--- config.mk ---
export PLATFORM = sky130hd
export DESIGN_NAME = qos_port_top
export DESIGN_NICKNAME = d
export VERILOG_FILES = /design/src/hdl/qos_pkg.sv /design/src/hdl/port_pkg.sv /design/src/hdl/qos_arbiter.sv /design/src/hdl/xfer_fsm.sv /design/src/hdl/beat_counter.sv /design/src/hdl/beat_slice.sv /design/src/hdl/qos_port_top.sv
export SDC_FILE = /design/constraint.sdc
export NUM_CORES = 1
export LEC_CHECK = 0
export BUFFER_PORTS_ARGS = -buffer_cell sky130_fd_sc_hd__buf_2
export CAP_MARGIN = 20
export CELL_PAD_IN_SITES_DETAIL_PLACEMENT = 0
export CELL_PAD_IN_SITES_GLOBAL_PLACEMENT = 1
export CORE_AREA = 10 10 102 122
export DETAILED_ROUTE_END_ITERATION = 12
export DIE_AREA = 0 0 112 132
export PLACE_DENSITY = 0.95
export SLEW_MARGIN = 5
export SYNTH_ARGS = -nofsm -noshare
export SYNTH_HDL_FRONTEND = slang
export SYNTH_SLANG_ARGS = --single-unit
export TNS_END_PERCENT = 5
--- constraint.sdc ---
create_clock -name clk_i -period 4.9 [get_ports clk_i]
set_input_delay 0.735 -clock clk_i [delete_from_list [all_inputs] [get_ports clk_i]]
set_output_delay 0.735 -clock clk_i [all_outputs]
set_load 0.03 [all_outputs]
--- src/hdl/qos_pkg.sv ---
package qos_pkg;

    // Width of the burst length field in each requester configuration
    localparam int BURST_LEN_WIDTH = 4;

    // QoS levels, a larger encoding means a more urgent requester
    typedef enum logic [1:0] {
        QOS_LEVEL_MEDIUM      = 2'd0, // Background traffic
        QOS_LEVEL_MEDIUM_HIGH = 2'd1,
        QOS_LEVEL_HIGH        = 2'd2,
        QOS_LEVEL_CRITICAL    = 2'd3  // Always served first when present
    } qos_level_t;

    // Configuration presented by a requester together with its valid level
    // The burst length counts beats minus one so a zero means a single beat
    typedef struct packed {
        qos_level_t                 qos_level; // Arbitration priority of the burst
        logic [BURST_LEN_WIDTH-1:0] burst_len; // Beats in the burst minus one
    } qos_config_t;

endpackage

--- src/hdl/port_pkg.sv ---
package port_pkg;

    // Number of requesters sharing the output stream
    localparam int NUM_REQUESTERS = 4;

    // Width of the data word carried by every beat
    localparam int DATA_WIDTH = 32;

    // Enough bits to name any requester, never less than one
    localparam int REQ_ID_WIDTH = (NUM_REQUESTERS > 1) ? $clog2(NUM_REQUESTERS) : 1;

    // Requester index as it travels with each beat
    typedef logic [REQ_ID_WIDTH-1:0] req_id_t;

    // Transfer state machine encoding
    typedef enum logic [1:0] {
        XFER_IDLE  = 2'd0, // Waiting for a valid requester to arbitrate
        XFER_BURST = 2'd1  // A grant is locked until its last beat is taken
    } xfer_state_t;

endpackage

--- src/hdl/qos_arbiter.sv ---
`timescale 1ns/10ps

module qos_arbiter (
    input  qos_pkg::qos_config_t                 qos_config_i [port_pkg::NUM_REQUESTERS-1:0],
    input  logic                                 req_valid_i  [port_pkg::NUM_REQUESTERS-1:0],
    output logic [port_pkg::NUM_REQUESTERS-1:0]  grant_o,
    output logic [qos_pkg::BURST_LEN_WIDTH-1:0]  granted_burst_len_o
);

    import qos_pkg::*;
    import port_pkg::*;

    // Number of distinct QoS levels the search walks through
    localparam int NUM_LEVELS = 4;

    logic [NUM_REQUESTERS-1:0]  grant_int; // One-hot winner before it leaves the block
    logic [BURST_LEN_WIDTH-1:0] len_int;   // Burst length of the winner

    // Search starts at the most urgent level and walks down
    // Inside one level the lowest index is visited first, so it wins the tie
    always_comb begin
        logic found;
        found     = 1'b0;
        grant_int = '0;
        len_int   = '0;
        for (int lvl = NUM_LEVELS - 1; lvl >= 0; lvl--) begin
            for (int j = 0; j < NUM_REQUESTERS; j++) begin
                if (!found && req_valid_i[j] &&
                    (qos_config_i[j].qos_level == qos_level_t'(lvl))) begin
                    found        = 1'b1;                     // Freeze the search
                    grant_int[j] = 1'b1;
                    len_int      = qos_config_i[j].burst_len; // Winner decides the burst size
                end
            end
        end
    end

    // No valid request leaves both outputs at zero
    assign grant_o             = grant_int;
    assign granted_burst_len_o = len_int;

endmodule

--- src/hdl/xfer_fsm.sv ---
`timescale 1ns/10ps

module xfer_fsm (
    input  logic                                clk_i,
    input  logic                                rst_n_i,
    input  logic [port_pkg::NUM_REQUESTERS-1:0] arb_grant_i,   // Combinational winner
    input  logic                                beat_accept_i, // A beat of the burst was taken
    input  logic                                last_beat_i,   // Counter sits on the final beat
    output logic [port_pkg::NUM_REQUESTERS-1:0] grant_o,
    output port_pkg::req_id_t                   grant_id_o,
    output logic                                burst_start_o,
    output logic                                busy_o
);

    import port_pkg::*;

    xfer_state_t               state_q;
    logic [NUM_REQUESTERS-1:0] grant_q;    // Locked one-hot grant
    req_id_t                   grant_id_q; // Locked grant as an index for the beat select
    req_id_t                   arb_id;     // Index of the current arbiter winner

    // Encode the one-hot arbiter output into an index
    always_comb begin
        arb_id = '0;
        for (int i = 0; i < NUM_REQUESTERS; i++) begin
            if (arb_grant_i[i]) begin
                arb_id = req_id_t'(i);
            end
        end
    end

    // A burst starts on any cycle in idle that sees a winner
    assign burst_start_o = (state_q == XFER_IDLE) && (|arb_grant_i);
    assign busy_o        = (state_q == XFER_BURST);

    always_ff @(posedge clk_i or negedge rst_n_i) begin
        if (!rst_n_i) begin
            state_q    <= XFER_IDLE;
            grant_q    <= '0;
            grant_id_q <= '0;
        end else begin
            case (state_q)
                XFER_IDLE: begin
                    if (burst_start_o) begin
                        state_q    <= XFER_BURST;
                        grant_q    <= arb_grant_i; // Winner is locked for the whole burst
                        grant_id_q <= arb_id;
                    end
                end
                XFER_BURST: begin
                    // Final beat taken, drop the grant so one idle cycle follows
                    if (beat_accept_i && last_beat_i) begin
                        state_q <= XFER_IDLE;
                        grant_q <= '0;
                    end
                end
                default: begin
                    state_q <= XFER_IDLE;
                    grant_q <= '0;
                end
            endcase
        end
    end

    assign grant_o    = grant_q;
    assign grant_id_o = grant_id_q;

endmodule

--- src/hdl/beat_counter.sv ---
`timescale 1ns/10ps

module beat_counter (
    input  logic                                clk_i,
    input  logic                                rst_n_i,
    input  logic                                burst_start_i, // New grant is being latched
    input  logic [qos_pkg::BURST_LEN_WIDTH-1:0] burst_len_i,   // Beats minus one of that grant
    input  logic                                beat_accept_i,
    output logic                                last_beat_o
);

    import qos_pkg::*;

    logic [BURST_LEN_WIDTH-1:0] len_q;   // Stored length of the running burst
    logic [BURST_LEN_WIDTH-1:0] count_q; // Beats already taken in this burst

    // The start of a burst wins over a stray accept in the same cycle
    always_ff @(posedge clk_i or negedge rst_n_i) begin
        if (!rst_n_i) begin
            len_q   <= '0;
            count_q <= '0;
        end else if (burst_start_i) begin
            len_q   <= burst_len_i;
            count_q <= '0;
        end else if (beat_accept_i) begin
            count_q <= count_q + 1'b1; // Wraps only after the final beat, then restarts
        end
    end

    // High while the beat offered now is the one that closes the burst
    assign last_beat_o = (count_q == len_q);

endmodule

--- src/hdl/beat_slice.sv ---
`timescale 1ns/10ps

module beat_slice (
    input  logic                            clk_i,
    input  logic                            rst_n_i,
    input  logic                            load_i,      // Beat accepted from the requester
    input  logic [port_pkg::DATA_WIDTH-1:0] data_i,
    input  port_pkg::req_id_t               id_i,
    input  logic                            last_i,
    input  logic                            out_ready_i,
    output logic                            can_load_o,
    output logic                            out_valid_o,
    output logic [port_pkg::DATA_WIDTH-1:0] out_data_o,
    output port_pkg::req_id_t               out_id_o,
    output logic                            out_last_o
);

    import port_pkg::*;

    logic                  valid_q; // Slot holds a beat
    logic                  last_q;
    logic [DATA_WIDTH-1:0] data_q;
    req_id_t               id_q;

    // Room exists when the slot is empty or its beat leaves on this edge
    assign can_load_o = !valid_q || out_ready_i;

    always_ff @(posedge clk_i or negedge rst_n_i) begin
        if (!rst_n_i) begin
            valid_q <= 1'b0;
            last_q  <= 1'b0;
        end else if (load_i) begin
            valid_q <= 1'b1;
            last_q  <= last_i;
        end else if (out_ready_i) begin
            valid_q <= 1'b0; // Departure without a refill empties the slot
            last_q  <= 1'b0;
        end
    end

    // Payload only moves on a load, so it holds steady under back-pressure
    always_ff @(posedge clk_i) begin
        if (load_i) begin
            data_q <= data_i;
            id_q   <= id_i;
        end
    end

    assign out_valid_o = valid_q;
    assign out_data_o  = data_q;
    assign out_id_o    = id_q;
    assign out_last_o  = last_q;

endmodule

--- src/hdl/qos_port_top.sv ---
`timescale 1ns/10ps

module qos_port_top (
    input  logic                                clk_i,
    input  logic                                rst_n_i,
    input  logic                                req_valid_i  [port_pkg::NUM_REQUESTERS-1:0],
    input  qos_pkg::qos_config_t                qos_config_i [port_pkg::NUM_REQUESTERS-1:0],
    input  logic [port_pkg::DATA_WIDTH-1:0]     req_data_i   [port_pkg::NUM_REQUESTERS-1:0],
    output logic                                req_ready_o  [port_pkg::NUM_REQUESTERS-1:0],
    output logic [port_pkg::NUM_REQUESTERS-1:0] grant_o,
    input  logic                                out_ready_i,
    output logic                                out_valid_o,
    output logic [port_pkg::DATA_WIDTH-1:0]     out_data_o,
    output port_pkg::req_id_t                   out_id_o,
    output logic                                out_last_o
);

    import qos_pkg::*;
    import port_pkg::*;

    logic [NUM_REQUESTERS-1:0]  arb_grant;   // Live arbiter winner, used only in idle
    logic [BURST_LEN_WIDTH-1:0] arb_len;     // Burst length of that winner
    req_id_t                    grant_id;    // Locked requester index
    logic                       burst_start;
    logic                       busy;
    logic                       last_beat;
    logic                       can_load;
    logic                       beat_accept;

    qos_arbiter u_arbiter (
        .qos_config_i        (qos_config_i),
        .req_valid_i         (req_valid_i),
        .grant_o             (arb_grant),
        .granted_burst_len_o (arb_len)
    );

    xfer_fsm u_fsm (
        .clk_i         (clk_i),
        .rst_n_i       (rst_n_i),
        .arb_grant_i   (arb_grant),
        .beat_accept_i (beat_accept),
        .last_beat_i   (last_beat),
        .grant_o       (grant_o),
        .grant_id_o    (grant_id),
        .burst_start_o (burst_start),
        .busy_o        (busy)
    );

    beat_counter u_counter (
        .clk_i         (clk_i),
        .rst_n_i       (rst_n_i),
        .burst_start_i (burst_start),
        .burst_len_i   (arb_len), // Sampled on the same edge that locks the grant
        .beat_accept_i (beat_accept),
        .last_beat_o   (last_beat)
    );

    // The granted requester offers a beat, the slice takes it if there is room
    assign beat_accept = busy && req_valid_i[grant_id] && can_load;

    beat_slice u_slice (
        .clk_i       (clk_i),
        .rst_n_i     (rst_n_i),
        .load_i      (beat_accept),
        .data_i      (req_data_i[grant_id]),
        .id_i        (grant_id),
        .last_i      (last_beat),
        .out_ready_i (out_ready_i),
        .can_load_o  (can_load),
        .out_valid_o (out_valid_o),
        .out_data_o  (out_data_o),
        .out_id_o    (out_id_o),
        .out_last_o  (out_last_o)
    );

    // Only the locked requester sees ready, and only while the slice can take a beat
    for (genvar r = 0; r < NUM_REQUESTERS; r++) begin : gen_ready
        assign req_ready_o[r] = grant_o[r] && busy && can_load;
    end

endmodule

# == Word-level counts from Yosys, hierarchy flattened ==
# Index checks and enable logic that the tools add are counted.
# classes
addsub,1
n_lt_le_gt_ge,1
eq_ne,16
n_mux,64
reduce_logical,70
# ops
cell,count
2-to-1 mux 4 bit,20
binary-select mux 32 bit (select 2 bit),1
logical AND 1 bit,43
2-to-1 mux 1 bit,35
2-to-1 mux 32 bit,1
== test 2 bit (second input constant),8
logical NOT 1 bit,16
== test 2 x 1 -> 1 bit (second input constant),5
logical NOT 2 bit,5
2-to-1 mux 2 bit,4
case mux 4 bit (2 select lines),1
adder 4 x 1 -> 4 bit (second input constant),1
== test 4 bit,1
case mux 2 bit (2 select lines),1
AND reduction 2 bit,2
nonzero test 2 bit,2
OR reduction 4 bit,1
less-than comparator 2 x 3 -> 1 bit (second input constant),1
binary-select mux 1 bit (select 2 bit),1
!= test 2 x 1 -> 1 bit (second input constant),1
!= test 2 bit (second input constant),1
logical OR 1 bit,1
# totals
regBits,52
input_bits,159
out_inout_bits,44
wordCells,161

# == Longest topological paths before layout ==
# Gate-level depths: netlist of run 1.
# logic_depth
ltp_word,67
depth_mapped,10
depth_no_buf,7

# == Hierarchy ==
# Synthesis of run 1 repeated with hierarchy kept, for this count alone.
# unflattened
hier_cells,301
hier_area_um2,3628.5
# by_module_without_submodules
mod,instances,cells_each,area_each_um2,seq_area_each_um2
beat_slice,1,40,1106.1,1071.0
qos_arbiter,1,151,943.4,0.0
qos_port_top,1,46,838.3,0.0
beat_counter,1,30,380.4,200.2
xfer_fsm,1,34,360.3,175.2

# == Worst setup path after synthesis of run 1 ==
# No wires, ideal clock.
# synth_path
path_type,input to register
from,input port req_valid_i[0] (netlist bit)
to,register u_fsm.grant_q[0] (netlist: u_fsm.grant_o[0])
setup_time_ns,0.133
arrival_time_ns,2.962
required_ns,4.767
setup_slack_ns,1.804
stages,7
n_path_buf,2
path_cell_list,buf_2 > mux4_2 > and3_1 > clkbuf_1 > nand2_1 > nand3_1 > o21ai_0
# synth_via
elab_cells_between_ends,88
cone_classes,eq/ne: 2; mux: 34; reduce/logical: 52
# synth_rtl
item,line_no,text
from (decl),qos_port_top.sv:6,"input logic req_valid_i [port_pkg::NUM_REQUESTERS-1:0],"
binary-select mux 1 bit (select 2 bit),qos_port_top.sv:59,assign beat_accept = busy && req_valid_i[grant_id] && can_load;
2-to-1 mux 1 bit (not written as such),qos_port_top.sv:59,
logical AND 1 bit (2 in a row),qos_port_top.sv:59,
net beat_accept,qos_port_top.sv:28,logic beat_accept;
logical AND 1 bit,xfer_fsm.sv:52,if (beat_accept_i && last_beat_i) begin
!= test 2 x 1 -> 1 bit (no line),n/a,
AND reduction 2 bit (no line),n/a,
to (signal assigned),xfer_fsm.sv:46,grant_q <= arb_grant_i;
to (decl),xfer_fsm.sv:18,logic [NUM_REQUESTERS-1:0] grant_q;
# The timed path passes the listed nets, and every way through them passes these cells. The select of a mux whose other input is x is not followed.
# A chain may end at the register's enable or synchronous reset.

# == Worst setup path in the final report of run 1 ==
# layout_path
from,input port qos_config_i[17] (netlist bit)
to,register u_counter.len_q[3]
# layout_via
elab_chain_cells,57
elab_cells_between_ends,87
cone_classes,eq/ne: 3; mux: 41; reduce/logical: 43
# layout_rtl
item,line_no,text
from (decl),qos_port_top.sv:7,"input qos_pkg::qos_config_t qos_config_i [port_pkg::NUM_REQUESTERS-1:0],"
== test 2 bit,qos_arbiter.sv:29,(qos_config_i[j].qos_level == qos_level_t'(lvl))) begin
logical AND 1 bit,qos_arbiter.sv:28,if (!found && req_valid_i[j] &&
2-to-1 mux 1 bit,qos_arbiter.sv:28,
logical NOT 1 bit,qos_arbiter.sv:28,
logical AND 1 bit (2 in a row),qos_arbiter.sv:28,
2-to-1 mux 1 bit,qos_arbiter.sv:28,
logical NOT 1 bit,qos_arbiter.sv:28,
logical AND 1 bit (2 in a row),qos_arbiter.sv:28,
[37 not listed],n/a,
logical NOT 1 bit,qos_arbiter.sv:28,
logical AND 1 bit (2 in a row),qos_arbiter.sv:28,
2-to-1 mux 1 bit,qos_arbiter.sv:28,
logical NOT 1 bit,qos_arbiter.sv:28,
logical AND 1 bit (2 in a row),qos_arbiter.sv:28,
2-to-1 mux 1 bit,qos_arbiter.sv:28,
OR reduction 4 bit,xfer_fsm.sv:33,assign burst_start_o = (state_q == XFER_IDLE) && (|arb_grant_i);
logical AND 1 bit,xfer_fsm.sv:33,
to (signal assigned),beat_counter.sv:23,len_q <= burst_len_i;
to (decl),beat_counter.sv:14,logic [BURST_LEN_WIDTH-1:0] len_q;
# Several ways; a longest one is shown, not always the timed one.

==> results of run 1 <==
metal layers:
metal,routed length (um),share of wire
met4,227,0.016
met5,0,0
met2,7320,0.52
met1,5174,0.37
met3,1378,0.098
critical path, cell delays in order:
cell      delay, ps
buf_2           140
nand3b_1        270
nand4_1         360
or4_1           710
o21ai_1         160
a221o_1         140
nor3_1           60
o31ai_2         210
cells in the mapped netlist (6+ instances only):
cell type  instances
clkbuf_1          11
o21ai_0           11
a31oi_1            6
nand2_1           26
xor2_1             6
and3_1            10
nor2_1            14
mux4_2            33
a21oi_1           11
nand3_1           15
dfrtp_1           17
edfxtp_1          34
metrics by stage:
| step | power (mW) | setup WS (ps) | instance area [sq um] | hold WS [ps] |
|---|---|---|---|---|
| after detailed placement | 2.140 | 2055 | 4624 | 491.8 |
| final | 2.511 | 2312 | 4806 | 358.5 |
| after global routing | 2.652 | 2119 | 4801 | 386.3 |
| after floorplan | 1.754 | 1804 | 3523 | 423.1 |
| after global placement | 2.110 | 2069 | 4624 | 486.8 |
| after CTS | 2.535 | 2343 | 4798 | 366.9 |
logic make-up (layout without fill, tap and decap cells):
| logic type | after synthesis | in the layout | share of synthesized area |
|---|---|---|---|
| other | 0 | 3 | 0 |
| buffers and inverters | 23 | 217 | 0.03054 |
| AND/OR/NAND/NOR | 96 | 96 | 0.1516 |
| multiplexers | 34 | 34 | 0.2138 |
| adder cells (fa/ha/maj) | 1 | 1 | 0.003551 |
| flip-flops | 51 | 51 | 0.4105 |
| XOR/XNOR | 7 | 7 | 0.01740 |
| AO/OA/AOI/OAI | 79 | 79 | 0.1726 |
report_power, final:
group | internal [mW] | total, mW | leakage [nW] | switching (mW)
sequential | 0.732 | 0.820 | 0.535 | 0.0877
clock | 0.254 | 0.393 | 0.0869 | 0.139
combinational | 0.492 | 1.30 | 1.51 | 0.806
registers in the layout, summed over array words and instances (netlist names):
name / flops
u_slice.out_data_o: 32
u_counter.count_q: 4
u_counter.len_q: 4
u_fsm.grant_o: 4
u_fsm.grant_id_o: 2
u_slice.out_id_o: 2
u_fsm.state_q: 1
u_slice.out_last_o: 1
u_slice.out_valid_o: 1
placed cells by master (no fill, tap or decap), types with 5 or more instances in the layout:
cell type,count
and3_1,9
nand2_1,26
a21oi_1,11
edfxtp_1,34
xor2_1,6
o32ai_1,5
dfrtp_1,16
clkbuf_16,5
nor2_1,14
a31oi_1,6
buf_2,202
nand3_1,15
o21ai_0,11
a22oi_1,5
mux4_2,33
area by class of cell:
class | count | area, sq um
fill | 927 | 5154
inverter | 4 | 15.01
clock inverter | 2 | 35.03
clock buffer | 6 | 138.9
timing repair buffer | 205 | 1033
antenna | 3 | 7.507
tap | 126 | 157.7
multi-input combinational | 217 | 1971
sequential | 51 | 1448
final timing paths:
check                                                      from                               to  slack (ps)  cells past startpoint
worst min register to register   u_counter.len_q[0]$_DFFE_PN0P_   u_counter.len_q[0]$_DFFE_PN0P_         500                      2
min in group clk_i               u_counter.len_q[0]$_DFFE_PN0P_   u_counter.len_q[0]$_DFFE_PN0P_         500                      2
worst max-delay path                           qos_config_i[17]   u_counter.len_q[3]$_DFFE_PN0P_        2310                      8
max in group asynchronous                               rst_n_i  u_fsm.grant_id_o[0]$_DFFE_PN0P_        4260                      1
worst min-delay path                                    rst_n_i     u_fsm.grant_o[3]$_DFFE_PN0P_         360                      1
worst max register to register  u_fsm.grant_id_o[0]$_DFFE_PN0P_     u_fsm.grant_o[1]$_DFFE_PN0P_        2590                      5
==> impl_results.md, run 1 <==
* Core Util, Final at 0.4825
* Final clock skew at 5.805 ps
* Die footprint at 0.01478 sq mm
* Worst skew pair latency at 280 ps
* Post-Synthesis Cells at 291
* DR vias/cell at 5.764
* Synthesized cell area at 0.003523 sq mm
* P&R area growth vs syn at 36.40%
* Final Cycle Share at 0.5281
* Required time worst endpoint at 5100 ps
* VDD IR max at 0.0002106 V
* Endpoints failing setup at 0
* Post-synth ARST share at 0.3333
* H-tree levels at 2
* Gr usage total at 0.1808
* RSZ-0062 raised after global routing: false
* Sum Neg Setup Slack at 0 ps
* DR vias at 3,539
* DRT Wirelength at 14.10 mm
* Placed cell count at 603
* Top FF cell, synth: edfxtp_1
* Final hold violations at 0
* Hold WC Path Type: in -> async
* Max cap viols at 0
* Root buffer cell: clkbuf_16
* # IOs at 203
* Yosys synthesis warning count at 0
* Cts bufs inserted at 5
* Drt drc at 0
* Global route hottest layer: met2
* Post-CTS repair timing setup buffer count at 0
* Core Rows at 40
* Total grt overflow at 0
* Slew Viols, Final at 0
* Crit path arrival time at 2780 ps
* Area leader, netlist: edfxtp_1
* CTS resizes at 0
* Largest net degree at the start of global routing at 41
* TritonCTS clock tree: done
* Status: completed
* Share of the synthesized area in the top cell type at 0.2898
* Met2 usage at 0.3224
* 1st-iter DRT viols at 274
* Main area contributors after synthesis: edfxtp_1 (29%), mux4_2 (21%), dfrtp_1 (12%)
* Remaining antenna violation count at 0
* Leak pwr at 2.127 nW
* Sequential-to-total area share from yosys stat at 0.4105
* Number of port buffers at 202
* Final min period at 2588 ps
* Initial antenna violation count at 2
* Clk slew on worst S/H paths at 60 ps
* Avg Cell Area, Syn at 12.11 sq um
* Share of cells above drive strength 1 at 0.5423
* Setup crit end kind: flip-flop
* Vias in the first global route at 3,623
* Core area at 0.009960 sq mm
* First-pass DRT Iterations at 5
* Drt wl/cell at 22.97 um
* Startpoint Class: input port
* Die W at 112 um
* First-pass GRT wire length at 21.63 mm
* Max FO, Critical Path at 9
* Detail Placement HPWL at 12.01 mm
* Met1 capacity usage during global routing at 0.2052
* CTS Sinks at 51
* Met3 usage at 0.05373
* Fin cells at 614
* Hold bufs inserted after CTS at 0
* Post-Syn Nets at 451
* Starting density of the core at 0.3538
* Relative slew slack at 0.4145
* Max Buffers Root-to-Sink at 2
* Max Clock Freq at 0.3864 GHz
* Final GP Congestion at 0.9145
* Final net count at 644
* Tightest Pin Transition at 878.2 ps
* Kind of critical path: in -> reg
* Die Y at 132 um
* Distinct cells, synth at 56
* EDFF count, synth at 34
* Synthesized flop and latch total at 51
* PwrDens at 522.4 mW/mm^2
Note: power is estimated with default switching activity, not from simulation.
==> run 2: changes to the inputs <==
--- a/config.mk
+++ b/config.mk
@@ -9,10 +9,10 @@
 export CAP_MARGIN = 20
 export CELL_PAD_IN_SITES_DETAIL_PLACEMENT = 0
 export CELL_PAD_IN_SITES_GLOBAL_PLACEMENT = 1
-export CORE_AREA = 10 10 102 122
+export CORE_AREA = 10 10 106 127
 export DETAILED_ROUTE_END_ITERATION = 12
-export DIE_AREA = 0 0 112 132
-export PLACE_DENSITY = 0.95
+export DIE_AREA = 0 0 116 137
+export PLACE_DENSITY = 0.9
 export SLEW_MARGIN = 5
 export SYNTH_ARGS = -nofsm -noshare
 export SYNTH_HDL_FRONTEND = slang
==> constraint.sdc (replaced) <==
create_clock -name clk_i -period 2.42 [get_ports clk_i]
set_input_delay 0.363 -clock clk_i [delete_from_list [all_inputs] [get_ports clk_i]]
set_output_delay 0.363 -clock clk_i [all_outputs]
set_load 0.03 [all_outputs]
==> run 2 against run 1 <==
Non-clock buffer count increased by 17. Cell area increased by 3.1%. Cell count increased by 3.6%. Core utilization decreased by 2.9 points. Sequential share of layout area decreased by 0.91 points. Routed wire length increased by 4.3%. Sequential power increased by 100%. Global-route usage decreased by 0.26 points. Via count increased by 2.4%. Register-to-register slack got worse by 2000 ps. Largest cell class unchanged. Clock power increased by 130%. Combinational power increased by 100%.
==> impl_results.md, run 2 (synthesis results as in run 1) <==
* Status: completed
* # IOs at 203
* Detail Placement HPWL at 12.54 mm
* Initial antenna violation count at 3
* Remaining antenna violation count at 0
* Final clock skew at 4.505 ps
* Post-CTS repair timing setup buffer count at 0
* Die Y at 137 um
* Leak pwr at 2.211 nW
* Total grt overflow at 0
* Share of cells above drive strength 1 at 0.5538
* VDD IR max at 0.0004327 V
* Core area at 0.01093 sq mm
* Endpoints failing setup at 0
* Final net count at 661
* DR vias/cell at 5.697
* CTS Sinks at 51
* Number of flip-flops under the largest register name at 32
* Core Rows at 42
* Crit path arrival time at 2400 ps
* Critical-path cell list: buf_2 -> a222oi_1 -> o2111a_4 -> nor3b_4 -> buf_4 -> a221oi_1 -> a311oi_1 -> o32ai_1 -> o21ai_2
* Crit-path slowest cell: a222oi_1
* Startpoint Class: input port
* Top Metal Used: met5
* WP buf/inv at 2
* Post-Place Setup Slack at -21.41 ps
* Kind of critical path: in -> reg
* Required time worst endpoint at 2640 ps
* Pint at 3.092 mW
* Largest net degree at the start of global routing at 36
* Max FO, Critical Path at 8
* First-pass GRT wire length at 22.00 mm
* First-pass DRT Iterations at 6
* Relative slew slack at 0.5868
* Register share of total power at 0.320
* Most common cell after layout, fill and taps aside: buf_2
* Die W at 116 um
* Power Total at 5.182 mW
* Met3 wire length at 1.473 mm
* Hold bufs inserted after CTS at 1
* Fin cells at 636
* Drt wl/cell at 23.13 um
* Clk slew on worst S/H paths at 70 ps
* Crit path largest cell delay at 520 ps
* Vias in the first global route at 3,812
* Final GP Congestion at 0.9437
* Starting density of the core at 0.3223
* Root buffer cell: clkbuf_16
* CTS resizes at 0
* Psw at 2.090 mW
* Final non-filler cell area at 0.004956 sq mm
* Number of port buffers at 202
* Max Clock Freq at 0.4579 GHz
* P&R area growth vs syn at 40.66%
* Logic pwr share at 0.509
* Worst path top cell family by delay: compound AO/OA/AOI/OAI gates
* Most frequent cells in the layout: buf_2 (202), edfxtp_1 (34), mux4_2 (33)
* RSZ-0062 raised after global routing: false
* Placed cell count at 625
* TritonCTS clock tree: done
* DRT Wirelength at 14.71 mm
* 1st-iter DRT viols at 285
* PwrDens at 1046 mW/mm^2
* Cts bufs inserted at 5
* Gr usage total at 0.1782
* Hold WC Path Type: in -> reg
* Clock power share at 0.171
* Die footprint at 0.01589 sq mm
* Sw Share at 0.4033
* Final min period at 2184 ps
* DP Area at 0.004752 sq mm
* Met2 WL at 7.751 mm
* Max Buffers Root-to-Sink at 2
* Drt drc at 0
* Final Cycle Share at 0.9023
* Tightest Pin Transition at 619.8 ps
* Core Util, Final at 0.4534
* Worst skew pair latency at 290 ps
* Max cap viols at 0
* Setup WS post-layout at 236.3 ps
* FF-to-FF setup slack at 580 ps
* Met1 Wirelength at 5.179 mm
* Setup crit end kind: flip-flop
* DR vias at 3,623
* Final hold violations at 0
* Slew Viols, Final at 0
* H-tree levels at 2
[run 2: cell types whose count changed in the layout (fill, tap and decap cells not counted), sizes merged]
cell,delta
dlygate4sd3,+1
bufinv,+1
clkinv,-1
buf,+16
diode,-1
[run 2: worst min-delay path, cell delays in order]
cell	delay, ps
buf_2	80
nand2b_1	90
o21ai_0	60
[run 2: per-stage QoR]
stage	setup TNS [ps]	hold WS, ps
floorplan	0	67.41
global placement	0	300.3
detailed placement	-21.41	305.3
CTS	0	349.1
global route	0	380.1
finish	0	348.7
[run 2: final timing paths]
check / end / cells past startpoint / from
setup / recovery: u_counter.len_q[1]$_DFFE_PN0P_ / 9 / qos_config_i[17]
hold / removal: u_slice.out_last_o$_DFFE_PN0P_ / 3 / out_ready_i
setup reg to reg: u_slice.out_data_o[19]$_DFFE_PP_ / 3 / u_fsm.grant_id_o[0]$_DFFE_PN0P_
hold reg to reg: u_counter.len_q[2]$_DFFE_PN0P_ / 2 / u_counter.len_q[2]$_DFFE_PN0P_
max in group asynchronous: u_fsm.grant_id_o[0]$_DFFE_PN0P_ / 2 / rst_n_i
min in group asynchronous: u_counter.count_q[1]$_DFFE_PN0P_ / 2 / rst_n_i
[run 2: layout make-up]
class,count,area (sq um)
fill,1042,5974
multi-input combinational,217,1971
sequential,51,1448
timing repair buffer,222,1164
tap,132,165.2
clock buffer,6,128.9
clock inverter,2,60.06
inverter,4,15.01
antenna,2,5.005
[run 2: power groups by stage]
stage | combinational [mW] | clock [mW] | sequential, mW
final | 2.64 | 0.886 | 1.66
after global routing | 2.83 | 0.948 | 1.71
after CTS | 2.68 | 0.909 | 1.67
after detailed placement | 2.67 | 0 | 1.68
after global placement | 2.61 | 0 | 1.67
after floorplan | 1.29 | 0 | 2.26
[run 2: layer usage]
layer	track usage	vias up
li1	-	1626
met1	0.1836	1772
met2	0.3352	203
met3	0.05256	20
met4	0.05571	2
met5	0	-
